$ cat config.mk
export PLATFORM = sky130hd
export DESIGN_NAME = flip_picker_top
export DESIGN_NICKNAME = d
export VERILOG_FILES = /design/src/logic/flip_pick_pkg.sv /design/src/logic/break_counter_selector.sv /design/src/logic/break_value_counter.sv /design/src/logic/flip_picker_top.sv /design/src/logic/heuristic_selector.sv /design/src/logic/wb_flip_regs.sv
export SDC_FILE = /design/constraint.sdc
export NUM_CORES = 1
export LEC_CHECK = 0
export ABC_AREA = 0
export BUFFER_PORTS_ARGS = -buffer_cell sky130_fd_sc_hd__buf_2
export CORE_AREA = 2 2 181 218
export CTS_BUF_LIST = sky130_fd_sc_hd__clkbuf_8
export DETAILED_ROUTE_END_ITERATION = 8
export DIE_AREA = 0 0 183 220
export SLEW_MARGIN = 10
export SYNTH_ARGS = -nofsm -noshare
export SYNTH_HDL_FRONTEND = slang
export SYNTH_HIERARCHICAL = 1
export SYNTH_SLANG_ARGS = --single-unit
$ cat constraint.sdc
create_clock -name clk -period 6.8 [get_ports clk]
set_input_delay 1.36 -clock clk [delete_from_list [all_inputs] [get_ports clk]]
set_output_delay 1.36 -clock clk [all_outputs]
set_load 0.01 [all_outputs]
$ cat src/logic/flip_pick_pkg.sv
/*
 flip pick package
 sizes, vector and struct types, Wishbone bus types and register map
 shared by the break-value counting and flip selection logic
*/
package flip_pick_pkg;

    // clauses per clause table row
    localparam int NUM_CLAUSES      = 20;
    // candidate variables evaluated together
    localparam int NUM_ROWS         = 3;
    // wide enough for a count of up to NUM_CLAUSES
    localparam int NUM_CLAUSES_BITS = 5;
    localparam int ROW_BITS         = 2;

    localparam int WB_DATA_BITS     = 32;
    localparam int WB_ADDR_BITS     = 4;

    typedef logic [NUM_CLAUSES-1:0]      clause_vec_t;
    typedef logic [NUM_CLAUSES_BITS-1:0] break_val_t;
    typedef logic [ROW_BITS-1:0]         row_idx_t;

    // one candidate row as written by the host
    typedef struct packed {
        clause_vec_t broken;
        clause_vec_t mask;
    } clause_row_t;

    // registered outcome of one pick
    typedef struct packed {
        row_idx_t    row;
        break_val_t  break_value;
        logic        zero_break;
        clause_vec_t clause_broken;
    } pick_result_t;

    // master side of a Wishbone classic cycle
    typedef struct packed {
        logic                    cyc;
        logic                    stb;
        logic                    we;
        logic [WB_ADDR_BITS-1:0] adr;
        logic [WB_DATA_BITS-1:0] dat;
    } wb_req_t;

    // slave side
    typedef struct packed {
        logic                    ack;
        logic [WB_DATA_BITS-1:0] dat;
    } wb_rsp_t;

    // word addresses
    localparam logic [WB_ADDR_BITS-1:0] REG_BROKEN0    = 4'd0;
    localparam logic [WB_ADDR_BITS-1:0] REG_BROKEN1    = 4'd1;
    localparam logic [WB_ADDR_BITS-1:0] REG_BROKEN2    = 4'd2;
    localparam logic [WB_ADDR_BITS-1:0] REG_MASK0      = 4'd4;
    localparam logic [WB_ADDR_BITS-1:0] REG_MASK1      = 4'd5;
    localparam logic [WB_ADDR_BITS-1:0] REG_MASK2      = 4'd6;
    localparam logic [WB_ADDR_BITS-1:0] REG_CTRL       = 4'd8;
    localparam logic [WB_ADDR_BITS-1:0] REG_START      = 4'd9;
    localparam logic [WB_ADDR_BITS-1:0] REG_STATUS     = 4'd12;
    localparam logic [WB_ADDR_BITS-1:0] REG_RESULT     = 4'd13;
    localparam logic [WB_ADDR_BITS-1:0] REG_RESULT_VEC = 4'd14;

endpackage

$ cat src/logic/break_counter_selector.sv
/*
 break counter selector
 one break value counter per candidate row feeding the heuristic selector;
 the chosen row and its count are registered on a start pulse
*/
module break_counter_selector (
    input  logic                       clk,
    input  logic                       rst_n_i,
    input  flip_pick_pkg::clause_row_t rows_i [flip_pick_pkg::NUM_ROWS],
    input  logic                       noise_en_i,
    input  flip_pick_pkg::row_idx_t    rand_row_i,
    input  logic                       start_i,
    output flip_pick_pkg::pick_result_t result_o,
    output logic                       done_o
);
    import flip_pick_pkg::*;

    // per-row counts and masked vectors
    break_val_t  break_values [NUM_ROWS];
    clause_vec_t clause_vecs  [NUM_ROWS];

    // combinational choice for this cycle
    row_idx_t    sel_row;
    logic        sel_zero;

    // set by a capture, held until the next start
    logic        done_q;

    // one counter per candidate row
    genvar r;
    generate
        for (r = 0; r < NUM_ROWS; r++) begin : g_row
            break_value_counter u_counter (
                .row_i           (rows_i[r]),
                .break_value_o   (break_values[r]),
                .clause_broken_o (clause_vecs[r])
            );
        end
    endgenerate

    heuristic_selector u_selector (
        .break_values_i (break_values),
        .noise_en_i     (noise_en_i),
        .rand_row_i     (rand_row_i),
        .row_o          (sel_row),
        .zero_break_o   (sel_zero)
    );

    // capture at the end of the start cycle
    always_ff @(posedge clk) begin
        if (!rst_n_i) begin
            result_o <= '0;
            done_q   <= 1'b0;
        end else if (start_i) begin
            // selector never hands out an index past the last row
            result_o.row           <= sel_row;
            result_o.break_value   <= break_values[sel_row];
            result_o.zero_break    <= sel_zero;
            result_o.clause_broken <= clause_vecs[sel_row];
            done_q                 <= 1'b1;
        end
    end

    // a new start hides the old done right away
    assign done_o = done_q & ~start_i;

endmodule

$ cat src/logic/break_value_counter.sv
/*
 break value counter
 counts the clauses a flip of this row's variable would break, limited to
 clauses the row really contains, and forwards the masked clause vector
*/
module break_value_counter (
    input  flip_pick_pkg::clause_row_t row_i,
    output flip_pick_pkg::break_val_t  break_value_o,
    output flip_pick_pkg::clause_vec_t clause_broken_o
);
    import flip_pick_pkg::*;

    // levels needed to reduce NUM_CLAUSES leaves to one sum
    localparam int TREE_LEVELS = $clog2(NUM_CLAUSES);

    // broken clauses that belong to this row
    clause_vec_t masked;

    // partial sums, one row of nodes per tree level
    break_val_t node_sum [TREE_LEVELS+1][NUM_CLAUSES];

    assign masked          = row_i.broken & row_i.mask;
    assign clause_broken_o = masked;

    genvar lvl, n;
    generate
        // leaves are the masked bits widened to a count
        for (n = 0; n < NUM_CLAUSES; n++) begin : g_leaf
            assign node_sum[0][n] = break_val_t'(masked[n]);
        end

        for (lvl = 0; lvl < TREE_LEVELS; lvl++) begin : g_level
            // nodes present at this level and the one above
            localparam int CUR_NODES = (NUM_CLAUSES + (1 << lvl) - 1) >> lvl;
            localparam int NXT_NODES = (CUR_NODES + 1) / 2;

            for (n = 0; n < NUM_CLAUSES; n++) begin : g_node
                if (2 * n + 1 < CUR_NODES) begin : g_pair
                    // pairwise add of neighbours
                    assign node_sum[lvl+1][n] = node_sum[lvl][2*n] + node_sum[lvl][2*n+1];
                end else if (n < NXT_NODES) begin : g_odd
                    // odd node has no partner, passes up as is
                    assign node_sum[lvl+1][n] = node_sum[lvl][2*n];
                end else begin : g_unused
                    // slot beyond this level's width
                    assign node_sum[lvl+1][n] = '0;
                end
            end
        end
    endgenerate

    // root of the tree
    assign break_value_o = node_sum[TREE_LEVELS][0];

endmodule

$ cat src/logic/flip_picker_top.sv
/*
 flip picker top
 Wishbone register slave in front of the break counter and flip selector
*/
module flip_picker_top (
    input  logic                   clk,
    input  logic                   rst_n_i,
    input  flip_pick_pkg::wb_req_t wb_req_i,
    output flip_pick_pkg::wb_rsp_t wb_rsp_o
);
    import flip_pick_pkg::*;

    // operands from the register slave
    clause_row_t  rows [NUM_ROWS];
    logic         noise_en;
    row_idx_t     rand_row;
    logic         start;

    // result back to the register slave
    pick_result_t result;
    logic         done;

    wb_flip_regs u_regs (
        .clk        (clk),
        .rst_n_i    (rst_n_i),
        .wb_req_i   (wb_req_i),
        .wb_rsp_o   (wb_rsp_o),
        .result_i   (result),
        .done_i     (done),
        .rows_o     (rows),
        .noise_en_o (noise_en),
        .rand_row_o (rand_row),
        .start_o    (start)
    );

    break_counter_selector u_pick (
        .clk        (clk),
        .rst_n_i    (rst_n_i),
        .rows_i     (rows),
        .noise_en_i (noise_en),
        .rand_row_i (rand_row),
        .start_i    (start),
        .result_o   (result),
        .done_o     (done)
    );

endmodule

$ cat src/logic/heuristic_selector.sv
/*
 heuristic selector
 picks the row to flip: a zero-break row first, else the host's random
 row when noise is on, else the lowest-index row with the smallest count
*/
module heuristic_selector (
    input  flip_pick_pkg::break_val_t break_values_i [flip_pick_pkg::NUM_ROWS],
    input  logic                      noise_en_i,
    input  flip_pick_pkg::row_idx_t   rand_row_i,
    output flip_pick_pkg::row_idx_t   row_o,
    output logic                      zero_break_o
);
    import flip_pick_pkg::*;

    // freebie search result
    logic       zero_found;
    row_idx_t   zero_row;

    // greedy search result
    row_idx_t   min_row;
    break_val_t min_val;

    // random row folded into range
    row_idx_t   noise_row;

    // lowest row with break value zero
    always_comb begin
        zero_found = 1'b0;
        zero_row   = '0;
        // walk downwards so the lowest index is the last one kept
        for (int r = NUM_ROWS - 1; r >= 0; r--) begin
            if (break_values_i[r] == '0) begin
                zero_found = 1'b1;
                zero_row   = row_idx_t'(r);
            end
        end
    end

    // lowest row holding the minimum
    always_comb begin
        min_row = '0;
        min_val = break_values_i[0];
        for (int r = 1; r < NUM_ROWS; r++) begin
            // strict compare keeps the earlier row on a tie
            if (break_values_i[r] < min_val) begin
                min_row = row_idx_t'(r);
                min_val = break_values_i[r];
            end
        end
    end

    // indices past the last row wrap back, so 3 maps to 0
    always_comb begin
        if (rand_row_i >= row_idx_t'(NUM_ROWS)) begin
            noise_row = rand_row_i - row_idx_t'(NUM_ROWS);
        end else begin
            noise_row = rand_row_i;
        end
    end

    // priority: freebie, then noise, then greedy
    always_comb begin
        if (zero_found) begin
            row_o = zero_row;
        end else if (noise_en_i) begin
            row_o = noise_row;
        end else begin
            row_o = min_row;
        end
    end

    assign zero_break_o = zero_found;

endmodule

$ cat src/logic/wb_flip_regs.sv
/*
 flip register slave
 Wishbone classic slave with one wait state; holds the candidate rows,
 noise control and start pulse, and reads back status and the last result
*/
module wb_flip_regs (
    input  logic                        clk,
    input  logic                        rst_n_i,
    input  flip_pick_pkg::wb_req_t      wb_req_i,
    output flip_pick_pkg::wb_rsp_t      wb_rsp_o,
    input  flip_pick_pkg::pick_result_t result_i,
    input  logic                        done_i,
    output flip_pick_pkg::clause_row_t  rows_o [flip_pick_pkg::NUM_ROWS],
    output logic                        noise_en_o,
    output flip_pick_pkg::row_idx_t     rand_row_o,
    output logic                        start_o
);
    import flip_pick_pkg::*;

    // bus request qualifiers
    logic                    req_active;
    logic                    req_new;
    logic                    wr_en;

    logic                    ack_q;
    logic [WB_DATA_BITS-1:0] rd_data;
    logic [WB_DATA_BITS-1:0] rd_data_q;

    // operand and control state
    clause_row_t             rows_q [NUM_ROWS];
    logic                    noise_en_q;
    row_idx_t                rand_row_q;
    logic                    start_q;

    assign req_active = wb_req_i.cyc & wb_req_i.stb;
    // request not already being acknowledged
    assign req_new    = req_active & ~ack_q;
    // writes land in the ack cycle
    assign wr_en      = req_active & ack_q & wb_req_i.we;

    // ack one cycle after the request shows up, for one cycle only
    always_ff @(posedge clk) begin
        if (!rst_n_i) begin
            ack_q <= 1'b0;
        end else begin
            ack_q <= req_new;
        end
    end

    // operand, control and start registers
    always_ff @(posedge clk) begin
        if (!rst_n_i) begin
            for (int r = 0; r < NUM_ROWS; r++) begin
                rows_q[r] <= '0;
            end
            noise_en_q <= 1'b0;
            rand_row_q <= '0;
            start_q    <= 1'b0;
        end else begin
            // start is a pulse, low unless written this cycle
            start_q <= wr_en && (wb_req_i.adr == REG_START) && wb_req_i.dat[0];
            if (wr_en) begin
                case (wb_req_i.adr)
                    REG_BROKEN0: rows_q[0].broken <= wb_req_i.dat[NUM_CLAUSES-1:0];
                    REG_BROKEN1: rows_q[1].broken <= wb_req_i.dat[NUM_CLAUSES-1:0];
                    REG_BROKEN2: rows_q[2].broken <= wb_req_i.dat[NUM_CLAUSES-1:0];
                    REG_MASK0:   rows_q[0].mask   <= wb_req_i.dat[NUM_CLAUSES-1:0];
                    REG_MASK1:   rows_q[1].mask   <= wb_req_i.dat[NUM_CLAUSES-1:0];
                    REG_MASK2:   rows_q[2].mask   <= wb_req_i.dat[NUM_CLAUSES-1:0];
                    REG_CTRL: begin
                        noise_en_q <= wb_req_i.dat[0];
                        rand_row_q <= wb_req_i.dat[ROW_BITS:1];
                    end
                    // read-only and unused addresses take no data
                    default: ;
                endcase
            end
        end
    end

    // read mux, unused fields stay zero
    always_comb begin
        rd_data = '0;
        case (wb_req_i.adr)
            REG_BROKEN0:    rd_data[NUM_CLAUSES-1:0] = rows_q[0].broken;
            REG_BROKEN1:    rd_data[NUM_CLAUSES-1:0] = rows_q[1].broken;
            REG_BROKEN2:    rd_data[NUM_CLAUSES-1:0] = rows_q[2].broken;
            REG_MASK0:      rd_data[NUM_CLAUSES-1:0] = rows_q[0].mask;
            REG_MASK1:      rd_data[NUM_CLAUSES-1:0] = rows_q[1].mask;
            REG_MASK2:      rd_data[NUM_CLAUSES-1:0] = rows_q[2].mask;
            REG_CTRL:       rd_data[ROW_BITS:0]      = {rand_row_q, noise_en_q};
            REG_STATUS:     rd_data[0]               = done_i;
            // row in the low bits, then count, then zero flag
            REG_RESULT: begin
                rd_data[ROW_BITS+NUM_CLAUSES_BITS:0] = {result_i.zero_break,
                                                        result_i.break_value,
                                                        result_i.row};
            end
            REG_RESULT_VEC: rd_data[NUM_CLAUSES-1:0] = result_i.clause_broken;
            default:        rd_data = '0;
        endcase
    end

    // read data sampled together with the ack
    always_ff @(posedge clk) begin
        if (req_new) begin
            rd_data_q <= rd_data;
        end
    end

    assign wb_rsp_o.ack = ack_q;
    assign wb_rsp_o.dat = rd_data_q;

    assign rows_o     = rows_q;
    assign noise_en_o = noise_en_q;
    assign rand_row_o = rand_row_q;
    assign start_o    = start_q;

endmodule

==> flow_metrics.py <==
metrics = {
    "finish": {
        "seqCellArea_um2": 3692,
        "design_area_um2": 12820,
        "drive_above_1_share_pct": 19.96,
        "layout_common_cells": "nand2_1, dfxtp_1, a21boi_1",
        "multi_input_area_um2": 6753,
        "nFillCells": 3986,
        "fin_nets": 1465,
        "syn2layout_area_growth_pct": 17.26,
        "final_common_cell": "nand2_1",
        "diodes": 0,
    },
    "worst_setup_path": {
        "cp_num_buf_inv": 8,
        "startpoint_type": "flop",
        "r2r-end": "u_pick/result_o[25]",
        "rr_startpoint": "u_regs/rows_o[108]",
        "r2r_setup_slack_ps": -270,
        "slowest_delay_ps": 510,
        "crit_arrival_ps": 7500,
        "crit_type": "flop to flop",
        "endpoint_kind": "flop",
        "rr_worst_depth": 33,
        "critPathMaxFanout": 8,
        "worstPathRequired_ps": 7230,
        "crit_slowest_cell": "fa_1",
        "cp.depth": 33,
        "cp_top_family": "adder cells",
        "cpMostUsedCell": "ha_4",
    },
    "placement": {
        "dp_hpwl_um": 25690,
        "place_congestion": 0.9205,
        "port_buffers": 49,
        "dpl-instance-area_um2": 11830,
    },
    "clocking": {
        "cts.htree.levels": 4,
        "clkLatencyLatePin_ps": 510,
        "numCtsBuffers": 17,
        "cts_hold_buf": 0,
        "clock_sinks": 174,
        "tritoncts": "built",
        "cts_buffer_depth": 2,
        "clkSlewWorstSetupHoldPaths_ps": 90,
        "cts_root_buf": "clkbuf_8",
    },
    "power": {
        "pwr-share-seq_pct": 56.2,
        "switching_share_pct": 26.54,
        "comb_power_share_pct": 6.4,
        "p_per_area_nw_per_um2": 144.5,
        "clkPwrFrac_pct": 37.4,
        "ir_drop_v": 0.0001116,
        "leakage_nw": 5.033,
        "p_switching_w": 0.0004921,
        "internal-power_w": 0.001362,
    },
    "floorplanning": {
        "die_y_um": 220,
        "die-area_um2": 40260,
        "start_util_pct": 28.52,
        "num_rows": 79,
        "pin_count": 74,
        "die_x_um": 183,
        "design.core.area_um2": 38350,
    },
    "global_routing": {
        "grt_util_met3_pct": 2.760,
        "grtUsageMet2_pct": 32.08,
        "grtUsageMet1_pct": 22.49,
        "grt_usage_pct": 18.78,
        "grt_max_degree": 87,
        "grt_pass1_vias": 9117,
        "antenna_found_initial": 1,
        "grt_busiest_layer": "met2",
        "grt_overflow": 0,
        "grt_pass1_wl_um": 56150,
    },
    "outcome": {
        "status": "complete, but fails checks",
        "violations": "negative setup slack",
    },
    "route": {
        "drt_iter0_drc": 798,
        "dr.pass1.iters": 6,
        "viasPerCell": 5.148,
        "antenna_left": 0,
        "drc": 0,
        "wl_um": 37840,
        "vias": 9441,
        "route.detailed.wl_per_inst_um": 20.63,
    },
    "synthesis": {
        "synth_flop_cell": "dfxtp_1",
        "synth_cell_types": 69,
        "syn_inst": 1255,
        "synth_seq_cells": 174,
        "async_reset_ff_share_pct": 0,
        "synth_edf_count": 20,
        "yosysSeqAreaShare_pct": 33.68,
        "syn_area_um2": 10940,
        "yosys_warnings": 6,
        "syn_area_per_cell_um2": 8.715,
    },
    "sta": {
        "post-route-period-util_pct": 104.0,
        "setup_viol": 26,
        "timing.fmax_mhz": 141.4,
        "tightest_slew_ps": 1342,
        "tns_ps": -6012,
        "drv_slew": 0,
        "max_slew_margin_pct": 10.22,
        "setup_slack_ps": -273.5,
        "final.setup_skew_ps": 17.84,
        "rsz0062_at_grt": "true",
        "fin_crit_ps": 7074,
        "hold_viol": 0,
    },
    "worst_hold_path": {
        "hp-start": "u_regs/rows_o[7]",
        "min_path_cells": 2,
        "worst_hold_path.endpoint": "u_regs/rows_o[7]",
        "min_path_type": "flop to flop",
    },
    "job": {
        "drv_cap": 0,
    },
}
==> power groups by stage <==
stage | combinational, W | sequential, W | clock, W
6_report | 0.000118 | 0.00104 | 0.000694
4_1_cts | 0.000116 | 0.00104 | 0.000710
3_5_place_dp | 0.000116 | 0.00107 | 0
3_3_place_gp | 0.000116 | 0.00107 | 0
2_1_floorplan | 0.0000699 | 0.00107 | 0
5_1_grt | 0.000123 | 0.00104 | 0.000747
==> layout make-up <==
cell class	instances	share of cell area (%)
clock inverter	11	0.5659
multi-input combinational	919	52.65
clock buffer	21	2.254
timing repair buffer	141	8.595
tap	486	4.741
sequential	174	28.79
inverter	82	2.400
==> synthesized netlist by cell type, types with 24 or more instances <==
| master | n | area, um2 |
|---|---|---|
| a21boi_1 | 122 | 915.9 |
| a31oi_1 | 29 | 181.4 |
| and2_1 | 48 | 300.3 |
| buf_2 | 24 | 120.1 |
| clkbuf_1 | 29 | 108.9 |
| dfxtp_1 | 154 | 3083 |
| fa_1 | 39 | 780.8 |
| ha_1 | 50 | 625.6 |
| inv_1 | 82 | 307.8 |
| mux2i_1 | 41 | 410.4 |
| nand2_1 | 303 | 1137 |
| o21ai_0 | 29 | 145.1 |
==> worst max-delay path by stage <==
stage / start / end / slack [ps]
2_1_floorplan: u_regs/rows_o[108] / u_pick/result_o[23] / 20
3_3_place_gp: u_regs/rows_o[68] / u_pick/result_o[11] / -490
3_5_place_dp: u_regs/rows_o[68] / u_pick/result_o[12] / -590
4_1_cts: u_regs/rows_o[108] / u_pick/result_o[25] / -250
5_1_grt: u_regs/rows_o[108] / u_pick/result_o[21] / -530
6_report: u_regs/rows_o[108] / u_pick/result_o[25] / -270
==> worst register-to-register path: cells and delay by family, from the launching register on <==
| kind | cells | cell delay (ps) |
|---|---|---|
| buf+inv | 8 | 740 |
| flops | 1 | 330 |
| compound gates | 7 | 1190 |
| xor+xnor | 1 | 130 |
| fa+ha+maj | 10 | 3310 |
| mux | 1 | 250 |
| simple gates | 6 | 1030 |
==> logic make-up after synthesis <==
family / share of synthesized area, %
and+or+nand+nor: 20.41
AOI/OAI and AO/OA: 18.40
DFF: 33.68
buffers and inverters: 8.260
adders and majority gates: 12.86
muxes: 5.640
xor gates and xnor gates: 0.7208
other: 0.03429
==> flip-flops by register name, summed over array words and instances (netlist names) <==
| signal | count |
|---|---|
| u_regs/rows_o | 120 |
| u_pick/result_o | 28 |
| u_regs/rd_data_q | 20 |
| u_regs/rand_row_o | 2 |
| u_pick/done_q | 1 |
| u_regs/ack_q | 1 |
| u_regs/noise_en_o | 1 |
| u_regs/start_o | 1 |
==> repair_timing <==
item                       CTS  global route
gates resized for setup     56            24
setup endpoints to repair   27            27
setup buffers               13             5
pin swaps                   46            48
cloned                       1             2
==> layer usage <==
layer / share of wire, % / vias up / wire (um)
li1: - / 4372 / -
met1: 39 / 4521 / 14790
met2: 49 / 434 / 18470
met3: 6.5 / 114 / 2473
met4: 5.6 / 0 / 2109
met5: 0 / - / 0
==> through the flow <==
step	utilization [%]	cells	hold slack, ps	setup WS, ps	total power, W
floorplan	-	1266	432.8	22.98	0.001138
global placement	30.85	1781	440.3	-494.5	0.001182
detailed placement	30.85	1781	445.2	-589.7	0.001183
CTS	32.90	1827	467.9	-248.8	0.001869
global route	33.44	1834	483.0	-531.2	0.001912
finish	33.44	1834	469.6	-273.5	0.001854
Note: power is estimated with default switching activity, not from simulation.
